### src/hdl/udp_rs_encode_pkg.sv
`default_nettype none

package udp_rs_encode_pkg;

    localparam int ip_addr_w = 32;
    localparam int port_num_w = 16;
    localparam int udp_length_w = 16;

    typedef struct packed {
        logic [ip_addr_w-1:0]    src_ip;
        logic [ip_addr_w-1:0]    dst_ip;
        logic [port_num_w-1:0]   src_port;
        logic [port_num_w-1:0]   dst_port;
        logic [udp_length_w-1:0] data_length;
        logic [15:0]             padding;
    } udp_metadata_flit;

    // RS(255,239) over GF(2^8), x^8 + x^4 + x^3 + x^2 + 1
    localparam int rs_t = 16;
    localparam logic [7:0] rs_gf_poly = 8'h1d;

    localparam int client_num_blocks_w = 8;

    typedef enum logic [1:0] {hdr, meta, data} udp_rs_tx_flit_e;

endpackage

`default_nettype wire

### src/hdl/udp_rs_noc_pkg.sv
`default_nettype none

package udp_rs_noc_pkg;

    localparam int noc_data_width = 128;
    localparam int noc_data_bytes = 16;
    localparam int noc_data_bytes_w = 4;

    localparam int xy_width = 8;
    localparam int msg_length_width = 8;

    // first field sits in the top bits of the flit
    typedef struct packed {
        logic [xy_width-1:0]         dst_x;
        logic [xy_width-1:0]         dst_y;
        logic [xy_width-1:0]         src_x;
        logic [xy_width-1:0]         src_y;
        logic [msg_length_width-1:0] msg_len;
        logic [7:0]                  msg_type;
        logic [7:0]                  metadata_flits;
        logic [noc_data_width-56-1:0] padding;
    } noc_hdr_flit;

    localparam logic [7:0] udp_rx_segment = 8'd6;
    localparam logic [7:0] udp_tx_segment = 8'd7;

    // position of this tile on the mesh
    localparam logic [xy_width-1:0] encode_tile_x = 8'd2;
    localparam logic [xy_width-1:0] encode_tile_y = 8'd1;

    // responses always go out through the UDP TX tile
    localparam logic [xy_width-1:0] udp_tx_tile_x = 8'd1;
    localparam logic [xy_width-1:0] udp_tx_tile_y = 8'd0;

endpackage

`default_nettype wire

### src/hdl/rs_block_parity.sv
`timescale 1ns/1ps
`default_nettype none

module rs_block_parity
    import udp_rs_encode_pkg::*;
(
    input  logic [8*rs_t-1:0] block,
    output logic [8*rs_t-1:0] parity
);

    function automatic logic [7:0] gf_mul(input logic [7:0] a, input logic [7:0] b);
        logic [7:0] prod;
        logic [7:0] shifted;
        prod = 8'h00;
        shifted = a;
        for (int i = 0; i < 8; i++) begin
            if (b[i]) begin
                prod = prod ^ shifted;
            end
            shifted = {shifted[6:0], 1'b0} ^ (shifted[7] ? rs_gf_poly : 8'h00);
        end
        return prod;
    endfunction

    // g(x) = (x + a^0)(x + a^1)...(x + a^15), monic term dropped
    function automatic logic [8*rs_t-1:0] gen_poly();
        logic [7:0]        g [rs_t+1];
        logic [7:0]        root;
        logic [8*rs_t-1:0] coef;
        for (int j = 0; j <= rs_t; j++) begin
            g[j] = 8'h00;
        end
        g[0] = 8'h01;
        root = 8'h01;
        for (int i = 0; i < rs_t; i++) begin
            for (int j = rs_t; j > 0; j--) begin
                g[j] = g[j-1] ^ gf_mul(g[j], root);
            end
            g[0] = gf_mul(g[0], root);
            root = gf_mul(root, 8'h02);
        end
        for (int j = 0; j < rs_t; j++) begin
            coef[8*j +: 8] = g[j];
        end
        return coef;
    endfunction

    localparam logic [8*rs_t-1:0] gen_coef = gen_poly();

    always_comb begin
        logic [7:0] rem [rs_t];
        logic [7:0] fb;
        for (int j = 0; j < rs_t; j++) begin
            rem[j] = 8'h00;
        end
        // byte 0 of the block enters the divider first
        for (int k = 0; k < rs_t; k++) begin
            fb = block[8*k +: 8] ^ rem[rs_t-1];
            for (int j = rs_t - 1; j > 0; j--) begin
                rem[j] = rem[j-1] ^ gf_mul(fb, gen_coef[8*j +: 8]);
            end
            rem[0] = gf_mul(fb, gen_coef[7:0]);
        end
        for (int k = 0; k < rs_t; k++) begin
            parity[8*k +: 8] = rem[rs_t-1-k];
        end
    end

endmodule

`default_nettype wire

### src/hdl/udp_rs_encode_in.sv
`timescale 1ns/1ps
`default_nettype none

module udp_rs_encode_in
    import udp_rs_noc_pkg::*;
    import udp_rs_encode_pkg::*;
(
    input  logic                           clk,
    input  logic                           rst,
    input  logic                           noc_in_val,
    input  logic [noc_data_width-1:0]      noc_in_data,
    output logic                           noc_in_rdy,
    output logic                           enc_in_val,
    output logic [noc_data_width-1:0]      enc_in_data,
    input  logic                           enc_in_rdy,
    output logic                           meta_val,
    input  logic                           meta_rdy,
    output logic [ip_addr_w-1:0]           src_ip,
    output logic [ip_addr_w-1:0]           dst_ip,
    output logic [port_num_w-1:0]          src_port,
    output logic [port_num_w-1:0]          dst_port,
    output logic [udp_length_w-1:0]        data_len,
    output logic [client_num_blocks_w-1:0] num_blocks
);

    typedef enum logic [1:0] {st_hdr, st_meta, st_client, st_blocks} in_state_e;

    in_state_e                      state;
    in_state_e                      state_next;
    logic [client_num_blocks_w-1:0] blocks_left;
    logic [client_num_blocks_w-1:0] client_blocks;
    udp_metadata_flit               in_meta;
    logic                           meta_acc;
    logic                           client_acc;
    logic                           block_acc;

    assign in_meta = noc_in_data;
    assign client_blocks = noc_in_data[client_num_blocks_w-1:0];
    assign enc_in_data = noc_in_data;

    assign meta_acc = (state == st_meta) && noc_in_val;
    assign client_acc = (state == st_client) && noc_in_val;
    assign block_acc = enc_in_val && enc_in_rdy;

    always_comb begin
        state_next = state;
        noc_in_rdy = 1'b0;
        enc_in_val = 1'b0;
        case (state)
            st_hdr: begin
                // hold off the next request until the last one is handed over
                noc_in_rdy = ~meta_val;
                if (noc_in_val && !meta_val) begin
                    state_next = st_meta;
                end
            end
            st_meta: begin
                noc_in_rdy = 1'b1;
                if (noc_in_val) begin
                    state_next = st_client;
                end
            end
            st_client: begin
                noc_in_rdy = 1'b1;
                if (noc_in_val) begin
                    state_next = (client_blocks == '0) ? st_hdr : st_blocks;
                end
            end
            st_blocks: begin
                noc_in_rdy = enc_in_rdy;
                enc_in_val = noc_in_val;
                if (block_acc && blocks_left == client_num_blocks_w'(1)) begin
                    state_next = st_hdr;
                end
            end
            default: state_next = st_hdr;
        endcase
    end

    always_ff @(posedge clk) begin
        if (rst) begin
            state <= st_hdr;
            meta_val <= 1'b0;
            blocks_left <= '0;
        end else begin
            state <= state_next;
            if (meta_val && meta_rdy) begin
                meta_val <= 1'b0;
            end
            if (client_acc) begin
                meta_val <= 1'b1;
                blocks_left <= client_blocks;
            end else if (block_acc) begin
                blocks_left <= blocks_left - 1'b1;
            end
        end
    end

    always_ff @(posedge clk) begin
        if (meta_acc) begin
            src_ip <= in_meta.src_ip;
            dst_ip <= in_meta.dst_ip;
            src_port <= in_meta.src_port;
            dst_port <= in_meta.dst_port;
            data_len <= in_meta.data_length;
        end
        if (client_acc) begin
            num_blocks <= client_blocks;
        end
    end

endmodule

`default_nettype wire

### src/hdl/udp_rs_encode_out_ctrl.sv
`timescale 1ns/1ps
`default_nettype none

module udp_rs_encode_out_ctrl
    import udp_rs_encode_pkg::*;
(
    input  logic            clk,
    input  logic            rst,
    input  logic            meta_val,
    input  logic            enc_out_val,
    input  logic            noc_out_rdy,
    input  logic            last_data_flit,
    output logic            store_meta,
    output udp_rs_tx_flit_e out_sel,
    output logic            incr_data_flit,
    output logic            noc_out_val,
    output logic            enc_out_rdy
);

    typedef enum logic [1:0] {st_idle, st_hdr, st_meta, st_data} out_state_e;

    out_state_e state;
    out_state_e state_next;

    always_comb begin
        state_next = state;
        store_meta = 1'b0;
        out_sel = data;
        incr_data_flit = 1'b0;
        noc_out_val = 1'b0;
        enc_out_rdy = 1'b0;
        case (state)
            st_idle: begin
                store_meta = meta_val;
                if (meta_val) begin
                    state_next = st_hdr;
                end
            end
            st_hdr: begin
                out_sel = hdr;
                noc_out_val = 1'b1;
                if (noc_out_rdy) begin
                    state_next = st_meta;
                end
            end
            st_meta: begin
                out_sel = meta;
                noc_out_val = 1'b1;
                if (noc_out_rdy) begin
                    state_next = st_data;
                end
            end
            st_data: begin
                // encoder output passes straight to the NoC
                noc_out_val = enc_out_val;
                enc_out_rdy = noc_out_rdy;
                incr_data_flit = enc_out_val & noc_out_rdy;
                if (enc_out_val && noc_out_rdy && last_data_flit) begin
                    state_next = st_idle;
                end
            end
            default: state_next = st_idle;
        endcase
    end

    always_ff @(posedge clk) begin
        if (rst) begin
            state <= st_idle;
        end else begin
            state <= state_next;
        end
    end

endmodule

`default_nettype wire

### src/hdl/udp_rs_encode_out_datap.sv
`timescale 1ns/1ps
`default_nettype none

module udp_rs_encode_out_datap
    import udp_rs_noc_pkg::*;
    import udp_rs_encode_pkg::*;
(
    input  logic                           clk,
    input  logic                           rst,
    input  logic [ip_addr_w-1:0]           src_ip,
    input  logic [ip_addr_w-1:0]           dst_ip,
    input  logic [port_num_w-1:0]          src_port,
    input  logic [port_num_w-1:0]          dst_port,
    input  logic [udp_length_w-1:0]        data_len,
    input  logic [client_num_blocks_w-1:0] num_blocks,
    input  logic [noc_data_width-1:0]      enc_out_data,
    input  logic                           store_meta,
    input  udp_rs_tx_flit_e                out_sel,
    input  logic                           incr_data_flit,
    output logic [noc_data_width-1:0]      noc_out_data,
    output logic                           last_data_flit
);

    logic [ip_addr_w-1:0]           src_ip_r;
    logic [ip_addr_w-1:0]           dst_ip_r;
    logic [port_num_w-1:0]          src_port_r;
    logic [port_num_w-1:0]          dst_port_r;
    logic [udp_length_w-1:0]        data_len_r;
    logic [client_num_blocks_w-1:0] num_blocks_r;
    logic [msg_length_width-1:0]    flit_cnt;
    logic [udp_length_w-1:0]        parity_len;
    logic [udp_length_w-1:0]        resp_len;
    logic [msg_length_width-1:0]    num_data_flits;
    noc_hdr_flit                    hdr_flit;
    udp_metadata_flit               meta_flit;

    assign parity_len = udp_length_w'(num_blocks_r) << $clog2(rs_t);

    // the client request flit is not part of the response
    assign resp_len = data_len_r + parity_len - udp_length_w'(noc_data_bytes);

    assign num_data_flits = msg_length_width'(
        (resp_len + udp_length_w'(noc_data_bytes - 1)) >> noc_data_bytes_w);

    assign last_data_flit = flit_cnt == (num_data_flits - 1'b1);

    always_ff @(posedge clk) begin
        if (store_meta) begin
            src_ip_r <= src_ip;
            dst_ip_r <= dst_ip;
            src_port_r <= src_port;
            dst_port_r <= dst_port;
            data_len_r <= data_len;
            num_blocks_r <= num_blocks;
        end
    end

    always_ff @(posedge clk) begin
        if (rst || store_meta) begin
            flit_cnt <= '0;
        end else if (incr_data_flit) begin
            flit_cnt <= flit_cnt + 1'b1;
        end
    end

    always_comb begin
        hdr_flit = '0;
        hdr_flit.dst_x = udp_tx_tile_x;
        hdr_flit.dst_y = udp_tx_tile_y;
        hdr_flit.src_x = encode_tile_x;
        hdr_flit.src_y = encode_tile_y;
        // one metadata flit, then the data and parity flits
        hdr_flit.msg_len = num_data_flits + msg_length_width'(1);
        hdr_flit.msg_type = udp_tx_segment;
        hdr_flit.metadata_flits = 8'd1;
    end

    always_comb begin
        meta_flit = '0;
        meta_flit.src_ip = dst_ip_r;
        meta_flit.dst_ip = src_ip_r;
        meta_flit.src_port = dst_port_r;
        meta_flit.dst_port = src_port_r;
        meta_flit.data_length = resp_len;
    end

    always_comb begin
        case (out_sel)
            hdr:     noc_out_data = hdr_flit;
            meta:    noc_out_data = meta_flit;
            default: noc_out_data = enc_out_data;
        endcase
    end

endmodule

`default_nettype wire

### src/hdl/udp_rs_encode_top.sv
`timescale 1ns/1ps
`default_nettype none

module udp_rs_encode_top
    import udp_rs_noc_pkg::*;
    import udp_rs_encode_pkg::*;
(
    input  logic                      clk,
    input  logic                      rst,
    input  logic                      noc_in_val,
    input  logic [noc_data_width-1:0] noc_in_data,
    output logic                      noc_in_rdy,
    output logic                      noc_out_val,
    output logic [noc_data_width-1:0] noc_out_data,
    input  logic                      noc_out_rdy
);

    logic                           meta_val;
    logic [ip_addr_w-1:0]           src_ip;
    logic [ip_addr_w-1:0]           dst_ip;
    logic [port_num_w-1:0]          src_port;
    logic [port_num_w-1:0]          dst_port;
    logic [udp_length_w-1:0]        data_len;
    logic [client_num_blocks_w-1:0] num_blocks;

    logic                           enc_in_val;
    logic [noc_data_width-1:0]      enc_in_data;
    logic                           enc_in_rdy;
    logic                           enc_out_val;
    logic [noc_data_width-1:0]      enc_out_data;
    logic                           enc_out_rdy;

    logic                           store_meta;
    udp_rs_tx_flit_e                out_sel;
    logic                           incr_data_flit;
    logic                           last_data_flit;

    udp_rs_encode_in encode_in (
        .clk         (clk),
        .rst         (rst),
        .noc_in_val  (noc_in_val),
        .noc_in_data (noc_in_data),
        .noc_in_rdy  (noc_in_rdy),
        .enc_in_val  (enc_in_val),
        .enc_in_data (enc_in_data),
        .enc_in_rdy  (enc_in_rdy),
        .meta_val    (meta_val),
        // the handoff completes when the output side latches the record
        .meta_rdy    (store_meta),
        .src_ip      (src_ip),
        .dst_ip      (dst_ip),
        .src_port    (src_port),
        .dst_port    (dst_port),
        .data_len    (data_len),
        .num_blocks  (num_blocks)
    );

    udp_rs_stream_encoder stream_encoder (
        .clk          (clk),
        .rst          (rst),
        .enc_in_val   (enc_in_val),
        .enc_in_data  (enc_in_data),
        .enc_in_rdy   (enc_in_rdy),
        .enc_out_val  (enc_out_val),
        .enc_out_data (enc_out_data),
        .enc_out_rdy  (enc_out_rdy)
    );

    udp_rs_encode_out_ctrl out_ctrl (
        .clk            (clk),
        .rst            (rst),
        .meta_val       (meta_val),
        .enc_out_val    (enc_out_val),
        .noc_out_rdy    (noc_out_rdy),
        .last_data_flit (last_data_flit),
        .store_meta     (store_meta),
        .out_sel        (out_sel),
        .incr_data_flit (incr_data_flit),
        .noc_out_val    (noc_out_val),
        .enc_out_rdy    (enc_out_rdy)
    );

    udp_rs_encode_out_datap out_datap (
        .clk            (clk),
        .rst            (rst),
        .src_ip         (src_ip),
        .dst_ip         (dst_ip),
        .src_port       (src_port),
        .dst_port       (dst_port),
        .data_len       (data_len),
        .num_blocks     (num_blocks),
        .enc_out_data   (enc_out_data),
        .store_meta     (store_meta),
        .out_sel        (out_sel),
        .incr_data_flit (incr_data_flit),
        .noc_out_data   (noc_out_data),
        .last_data_flit (last_data_flit)
    );

endmodule

`default_nettype wire

### src/hdl/udp_rs_stream_encoder.sv
`timescale 1ns/1ps
`default_nettype none

module udp_rs_stream_encoder
    import udp_rs_noc_pkg::*;
    import udp_rs_encode_pkg::*;
(
    input  logic                      clk,
    input  logic                      rst,
    input  logic                      enc_in_val,
    input  logic [noc_data_width-1:0] enc_in_data,
    output logic                      enc_in_rdy,
    output logic                      enc_out_val,
    output logic [noc_data_width-1:0] enc_out_data,
    input  logic                      enc_out_rdy
);

    logic [8*rs_t-1:0] parity_comb;
    logic [8*rs_t-1:0] parity_reg;
    logic              parity_pend;

    rs_block_parity parity_calc (
        .block  (enc_in_data),
        .parity (parity_comb)
    );

    // data goes straight through, parity follows on the next transfer
    assign enc_in_rdy = ~parity_pend & enc_out_rdy;
    assign enc_out_val = parity_pend | enc_in_val;
    assign enc_out_data = parity_pend ? parity_reg : enc_in_data;

    always_ff @(posedge clk) begin
        if (rst) begin
            parity_pend <= 1'b0;
        end else if (enc_in_val && enc_in_rdy) begin
            parity_pend <= 1'b1;
        end else if (parity_pend && enc_out_rdy) begin
            parity_pend <= 1'b0;
        end
    end

    always_ff @(posedge clk) begin
        if (enc_in_val && enc_in_rdy) begin
            parity_reg <= parity_comb;
        end
    end

endmodule

`default_nettype wire

### config.mk
export PLATFORM = sky130hd
export DESIGN_NAME = udp_rs_encode_top
export DESIGN_NICKNAME = d
export VERILOG_FILES = /design/src/hdl/udp_rs_encode_pkg.sv /design/src/hdl/udp_rs_noc_pkg.sv /design/src/hdl/rs_block_parity.sv /design/src/hdl/udp_rs_encode_in.sv /design/src/hdl/udp_rs_encode_out_ctrl.sv /design/src/hdl/udp_rs_encode_out_datap.sv /design/src/hdl/udp_rs_encode_top.sv /design/src/hdl/udp_rs_stream_encoder.sv
export SDC_FILE = /design/constraint.sdc
export NUM_CORES = 2
export LEC_CHECK = 0
export BUFFER_PORTS_ARGS = -buffer_cell sky130_fd_sc_hd__clkbuf_2
export CORE_MARGIN = 4
export CORE_UTILIZATION = 58
export CTS_BUF_LIST = sky130_fd_sc_hd__clkbuf_8
export DETAILED_ROUTE_END_ITERATION = 12
export GPL_ROUTABILITY_DRIVEN = 0
export HOLD_SLACK_MARGIN = 0.15
export MAX_ROUTING_LAYER = met4
export PLACE_DENSITY_LB_ADDON = 0.1
export SETUP_SLACK_MARGIN = 0.1
export SYNTH_ARGS = -nofsm -noshare
export SYNTH_HDL_FRONTEND = slang
export SYNTH_SLANG_ARGS = --single-unit
### constraint.sdc
create_clock -name clk -period 60.7 [get_ports clk]
set_clock_uncertainty 0.1 [all_clocks]
set_input_delay 12.14 -clock clk [delete_from_list [all_inputs] [get_ports clk]]
set_output_delay 12.14 -clock clk [all_outputs]
set_load 0.01 [all_outputs]
# Word-level counts from Yosys, hierarchy flattened
# Cells that the tools add are included.
# word_totals
word_cells	1056
out_inout_bits	130
regBits	390
# op_classes
add_sub_neg	7
mux	138
eq_ne	17
bitwise	853
n_reduce_logical	22
# ops
operator	count
$xor 8x8->8	765
$xor 8x5->8	83
$mux 5	112
$pmux 128 s2	1
$mux 128	1
$mux 2	9
$add 16x12->16	1
$add 8x1->8 const B	2
$mux 8	2
$pmux 2 s4	2
$sub 16x5->16 const B	1
$sub 8x1->8 const B	2
$add 12x4->12 const B	1
$ne 2x2->1 const B	5
$logic_and 1x1->1	9
$eq 2x2->1 const B	4
$eq 8x1->1 const B	1
$eq 8x8->1	1
$logic_not 8->1	1
$mux 1	8
$reduce_and 4->1	2
$eq 2x1->1 const B	3
$logic_not 2->1	3
$ne 2x1->1 const B	3
other kinds (10)	15

# Longest topological paths before layout
# depth
ltp_word	210
ltp_mapped	52
ltp_nobuf	36

# By module
# From an unflattened synthesis, not the netlist that was laid out.
# unflattened
hier_cells	5496
area_unflattened_um2	66030.8
# modules_own_cells
module	cells_each	n_inst	area_each_um2	seq_area_each_um2
rs_block_parity	4300	1	48198.7	0.0
udp_rs_encode_out_datap	560	1	6525.0	3763.6
udp_rs_stream_encoder	278	1	5779.3	3863.7
udp_rs_encode_in	331	1	5278.8	3823.7
udp_rs_encode_out_ctrl	27	1	249.0	40.0

# Worst setup path after synthesis
# OpenSTA, ideal clock, no wires.
# synth_timing
path_kind	input -> register
startpoint	in noc_in_data[5]
endpoint	reg stream_encoder.parity_reg[27], data pin
path_stages	45
required_time_ps	60332
arrival_time_ps	28422
n_path_buf	9
slack_ps	31911
cell_sequence	buf_2 buf_2 inv_1 ha_1 xor3_2 xor2_4 xnor3_1 xnor3_1 xnor3_2 xnor2_4 xor3_4 xnor2_4 xnor3_2 xnor3_1 xnor3_1 xnor3_1 xnor2_4 xnor3_1 [9 not listed] xnor3_1 xnor3_1 buf_4 xnor3_2 xnor3_1 xnor3_1 xnor3_2 xnor2_2 xnor3_1 xor3_1 buf_4 xnor2_2 xnor3_1 buf_4 xor2_2 xnor3_2 xnor3_1 xnor3_1
# synth_via
elab_chain_cells	148
elab_cells_between_ends	642
# synth_lines
element	line_no	rtl
from (decl)	udp_rs_encode_top.sv:11	input logic [noc_data_width-1:0] noc_in_data,
$xor 8x5->8 (2 in series)	rs_block_parity.sv:20	shifted = {shifted[6:0], 1'b0} ^ (shifted[7] ? rs_gf_poly : 8'h00);
$mux 5	rs_block_parity.sv:20	
$xor 8x5->8	rs_block_parity.sv:20	
$xor 8x5->8 / $xor 8x8->8 (equally long branches) (2 in series)	rs_block_parity.sv:20, rs_block_parity.sv:18	
$xor 8x8->8	rs_block_parity.sv:18	prod = prod ^ shifted;
$xor 8x8->8	rs_block_parity.sv:58	fb = block[8*k +: 8] ^ rem[rs_t-1];
$xor 8x5->8	rs_block_parity.sv:20	
$mux 5 / $xor 8x5->8 (equally long branches)	rs_block_parity.sv:20	
[131 not listed]	n/a	
$mux 5 / $xor 8x5->8 (equally long branches)	n/a	
$xor 8x5->8	n/a	
$xor 8x5->8, or another cell as far along	n/a	
$xor 8x8->8 / $mux 5 (equally long branches)	n/a	
$xor 8x8->8	n/a	
$xor 8x8->8	rs_block_parity.sv:18	
$xor 8x8->8 (*)	rs_block_parity.sv:60	rem[j] = rem[j-1] ^ gf_mul(fb, gen_coef[8*j +: 8]);
via stream_encoder.parity_calc.parity[27]	rs_block_parity.sv:8	output logic [8*rs_t-1:0] parity
to (signal assigned)	udp_rs_stream_encoder.sv:44	parity_reg <= parity_comb;
to (decl)	udp_rs_stream_encoder.sv:19	logic [8*rs_t-1:0] parity_reg;
# Mark *: on every way through the listed nets, which the timed path passes. The rest lies on a longest branch.
# A chain may end at the register's enable or synchronous reset.

# Worst setup path in the final report
# layout_timing
startpoint	in noc_in_data[3]
endpoint	reg stream_encoder.parity_reg[31], data pin
# layout_via
elab_chain_cells	147
elab_cells_between_ends	635
# layout_lines
element	line_no
$xor 8x5->8 (3 in series)	rs_block_parity.sv:20
$xor 8x5->8 / $xor 8x8->8 (equally long branches)	rs_block_parity.sv:20, rs_block_parity.sv:18
$mux 5 / $xor 8x8->8 (equally long branches)	rs_block_parity.sv:20, rs_block_parity.sv:18
$xor 8x5->8 / $xor 8x8->8 (equally long branches)	rs_block_parity.sv:20, rs_block_parity.sv:18
$xor 8x8->8 (on tied branches)	rs_block_parity.sv:18, rs_block_parity.sv:58
$xor 8x8->8, or another cell as far along	rs_block_parity.sv:58
$xor 8x5->8 / $mux 5 (equally long branches)	rs_block_parity.sv:20
$xor 8x5->8 (2 in series)	rs_block_parity.sv:20
[127 not listed]	n/a
$mux 5 / $xor 8x8->8 (equally long branches)	n/a
$xor 8x8->8, or another cell as far along	n/a
$xor 8x5->8 / $mux 5 (equally long branches)	n/a
$xor 8x5->8 (2 in series)	n/a
$xor 8x8->8 (2 in series)	n/a
$xor 8x8->8	rs_block_parity.sv:18
$xor 8x8->8 (*)	rs_block_parity.sv:60
via stream_encoder.parity_calc.parity[31]	rs_block_parity.sv:8
# Marks and branches as above.

==> results.txt <==
----------------------------------------------------
[Global route]
  GR Overflow Total ... 0
  Global-route wire length before repair ... slightly below 400000 um
  Largest net degree at the start of global routing ... 91
  Number of antenna violations at the first check in global routing ... 12
  Via count of the first global-routing pass ... 44180
  Overall fraction of global-route tracks in use ... a little over half

[Floorplan]
  Ports ... ~260
  # rows ... 121
  Die Span Y ... 339.2 um
  Width of the die ... about 340 um
  Placeable Area ... between 0.1 and 0.15 mm2
  Area of the die ... 0.1151 mm2
  Effective utilization at floorplan ... 58.45%

[Setup path]
  Critical Path End Type ... flop
  Crit-path max FO ... 20
  Kind of critical path ... input port to flop
  Delay of the slowest critical-path stage ... 1.33 ns
  Cell type with the highest occurrence count on the critical path ... xnor3_1
  Critical-path top delay cell ... xnor3_1
  WP data required ... 60.98 ns
  Kind of start point of the critical path ... input port
  Crit path DAT ... between 30 and 40 ns

[Yosys]
  Mux contribution to synthesized area ... 1.825%
  Area fraction of the dominant cell type after synthesis ... a little under two fifths
  Combinational family with the most area after synthesis ... XOR/XNOR gates
  YS warnings ... 0
  Post-synth net total ... 5489
  Share of the yosys chip area belonging to registers ... 18.06%
  Top flip-flop cell by instance count after synthesis ... edfxtp_1
  Area of the mapped netlist ... ~0.064 mm2
  Instance count of the mapped netlist ... 5320
  Number of library cell types mapped by synthesis ... just under 50
  XOR/XNOR Fraction of Synth Area ... between 70% and 80%
  Async SR Flop Fraction ... 0%
  Post-synthesis share of cell area spent on and, or, nand and nor gates ... ~1.5%
  Adder and majority gate portion of the synthesized area ... 0.7394%
  Post-synth EDFFs ... 368
  Register bit total from synthesis ... 390
  Largest area contributor in the netlist ... xnor2_1
  Area contributors post-synth ... xnor2_1, xnor3_1, edfxtp_1
  Average footprint of a synthesized cell ... 11.96 um2
  Compound-cell area share of the yosys netlist ... 1.728%

[STA]
  FMAX ... 27.22 MHz
  Time the final worst path needs with I/O delays and setup ... roughly 37 ns
  Transition time of the tightest slew-check pin ... 1.662 ns
  Max_slew headroom ... -11.63%
  Setup violators final ... 0
  Final hold violations ... 0
  Final number of max-transition violations ... 29
  Unrepaired setup endpoints after global routing ... false
  Accumulated negative setup slack ... 0 ns
  Period utilisation layout ... 60.53%

[CTS]
  TritonCTS clock tree ... done
  Clock input transition at the sequential cells of the worst setup and hold paths ... 0.08 ns
  CTS max path bufs ... 3
  Insertion delay of the later-clocked pin in the worst-skew pair ... 0.66 ns
  Hold_buf cts ... 0
  Clock buffers created by TritonCTS ... 55
  Clock Root Buffer ... clkbuf_8
  Buffers inserted by post-CTS timing repair ... 0
  Resized Gates After CTS ... 0
  H-tree level count ... 2
  Clock Sinks ... 390

[Routing]
  DRT Wirelength ... 300900 um
  Met2 WL post-DR ... 117900 um
  Remaining number of nets flagged by the antenna check after routing ... 0
  DR vias/cell ... ~6.6
  Number of search-and-repair iterations in the first detailed-routing pass ... 8
  Wire length on met1 ... 101600 um
  Final routed wire length divided by cell count ... 42.26 um
  Violation count after the first detailed-routing iteration ... 9009
  Top layer in use ... met4
  Detailed-route via count ... 46710
  DRC violation count after routing ... 0
  Wire length on met3 ... 47600 um

[Final layout]
  Proportion of layout cells with a drive suffix above 1 ... 13.76%
  Highest-count cells in the layout ignoring fill and taps ... xnor2_1, xor2_1, xnor3_1, edfxtp_1, clkbuf_2
  Largest register FFs ... 128
  Most common library cell in the layout ignoring fill and taps ... xnor2_1
  Signed area change from the synthesized netlist to the final layout ... 7.785%
  Final Net Count ... 5819
  Layout filler cell count ... 8713
  Share of the core filled with cells in the final layout ... 63.01%
  Count of placed standard cells in the final layout, fillers left out ... ~7000

[Status]
  Status ... complete, but fails checks
  Violated checks ... max-capacitance violations, max-slew violations

[Worst hold path]
  Class of the most critical hold timing path ... flop to flop

[Placement]
  Count of buffers from port buffering ... 261
  Dpl cells ... 7006
  DP Wirelength ... around 250000 um

[Flow run]
  Number of max-cap violations ... 5

----------------------------------------------------
[final timing paths]
kind	slack, ns	start	cells after the start	endpoint
worst max register to register	56.26	out_datap.num_blocks_r[1]$_DFFE_PP_	22	out_ctrl.state[1]$_SDFFE_PP0P_
worst min register to register	0.28	encode_in.dst_port[4]$_DFFE_PP_	0	out_datap.dst_port_r[4]$_DFFE_PP_
worst min-delay path	0.28	encode_in.dst_port[4]$_DFFE_PP_	0	out_datap.dst_port_r[4]$_DFFE_PP_
worst max-delay path	23.96	noc_in_data[3]	39	stream_encoder.parity_reg[31]$_DFFE_PP_
[Yosys cell counts, types with 45 or more instances]
cell type	instances
clkbuf_1	54
xor3_1	67
xnor3_2	45
mux2i_1	116
nor2_1	49
o21ai_0	100
buf_2	65
xnor2_1	2738
xnor2_2	85
xor2_1	549
edfxtp_1	368
inv_1	65
xnor3_1	538
nand2_1	121
[critical path: cells and delay by family]
kind	cells	cell delay (ns)
xor+xnor	34	22.52
buf+inv	5	2.17
[cell type report]
| cell class | count | area [um2] | area share, % |
|---|---|---|---|
| Tap cell | 1414 | 1769 | 2.580 |
| Inverter | 65 | 246.5 | 0.3594 |
| Clock buffer | 55 | 757.0 | 1.104 |
| Sequential cell | 390 | 11490 | 16.76 |
| Multi-Input combinational cell | 4684 | 51160 | 74.59 |
| Timing Repair Buffer | 454 | 2766 | 4.034 |
| Antenna cell | 14 | 35.03 | 0.05108 |
| Clock inverter | 44 | 359.1 | 0.5236 |
[per-layer routing]
layer	GRT usage (%)	vias up
met4	41.69	0
met3	18.68	1555
met1	62.86	22400
met2	70.74	4769
li1	-	17980
met5	-	-
[per-stage QoR]
stage	area [um2]	setup WS, ns	hold slack (ns)
finish	68580	23.96	0.2844
global route	68580	24.56	0.3070
floorplan	63630	31.91	0.3003
CTS	68510	25.16	0.2927
global placement	67360	24.80	0.3004
detailed placement	67400	24.54	0.3045
[kinds of logic (layout without fill, tap and decap cells)]
group           after synthesis  count (layout)
xor+xnor                   4121            4121
flops                       390             390
buf+inv                     246             618
simple gates                218             218
compound gates              192             192
mux                         116             116
fa+ha+maj                    37              37
other cells                   0              14
Power is not shown: default switching activity piles up to over one toggle a cycle in this logic, so the estimate is an artifact.
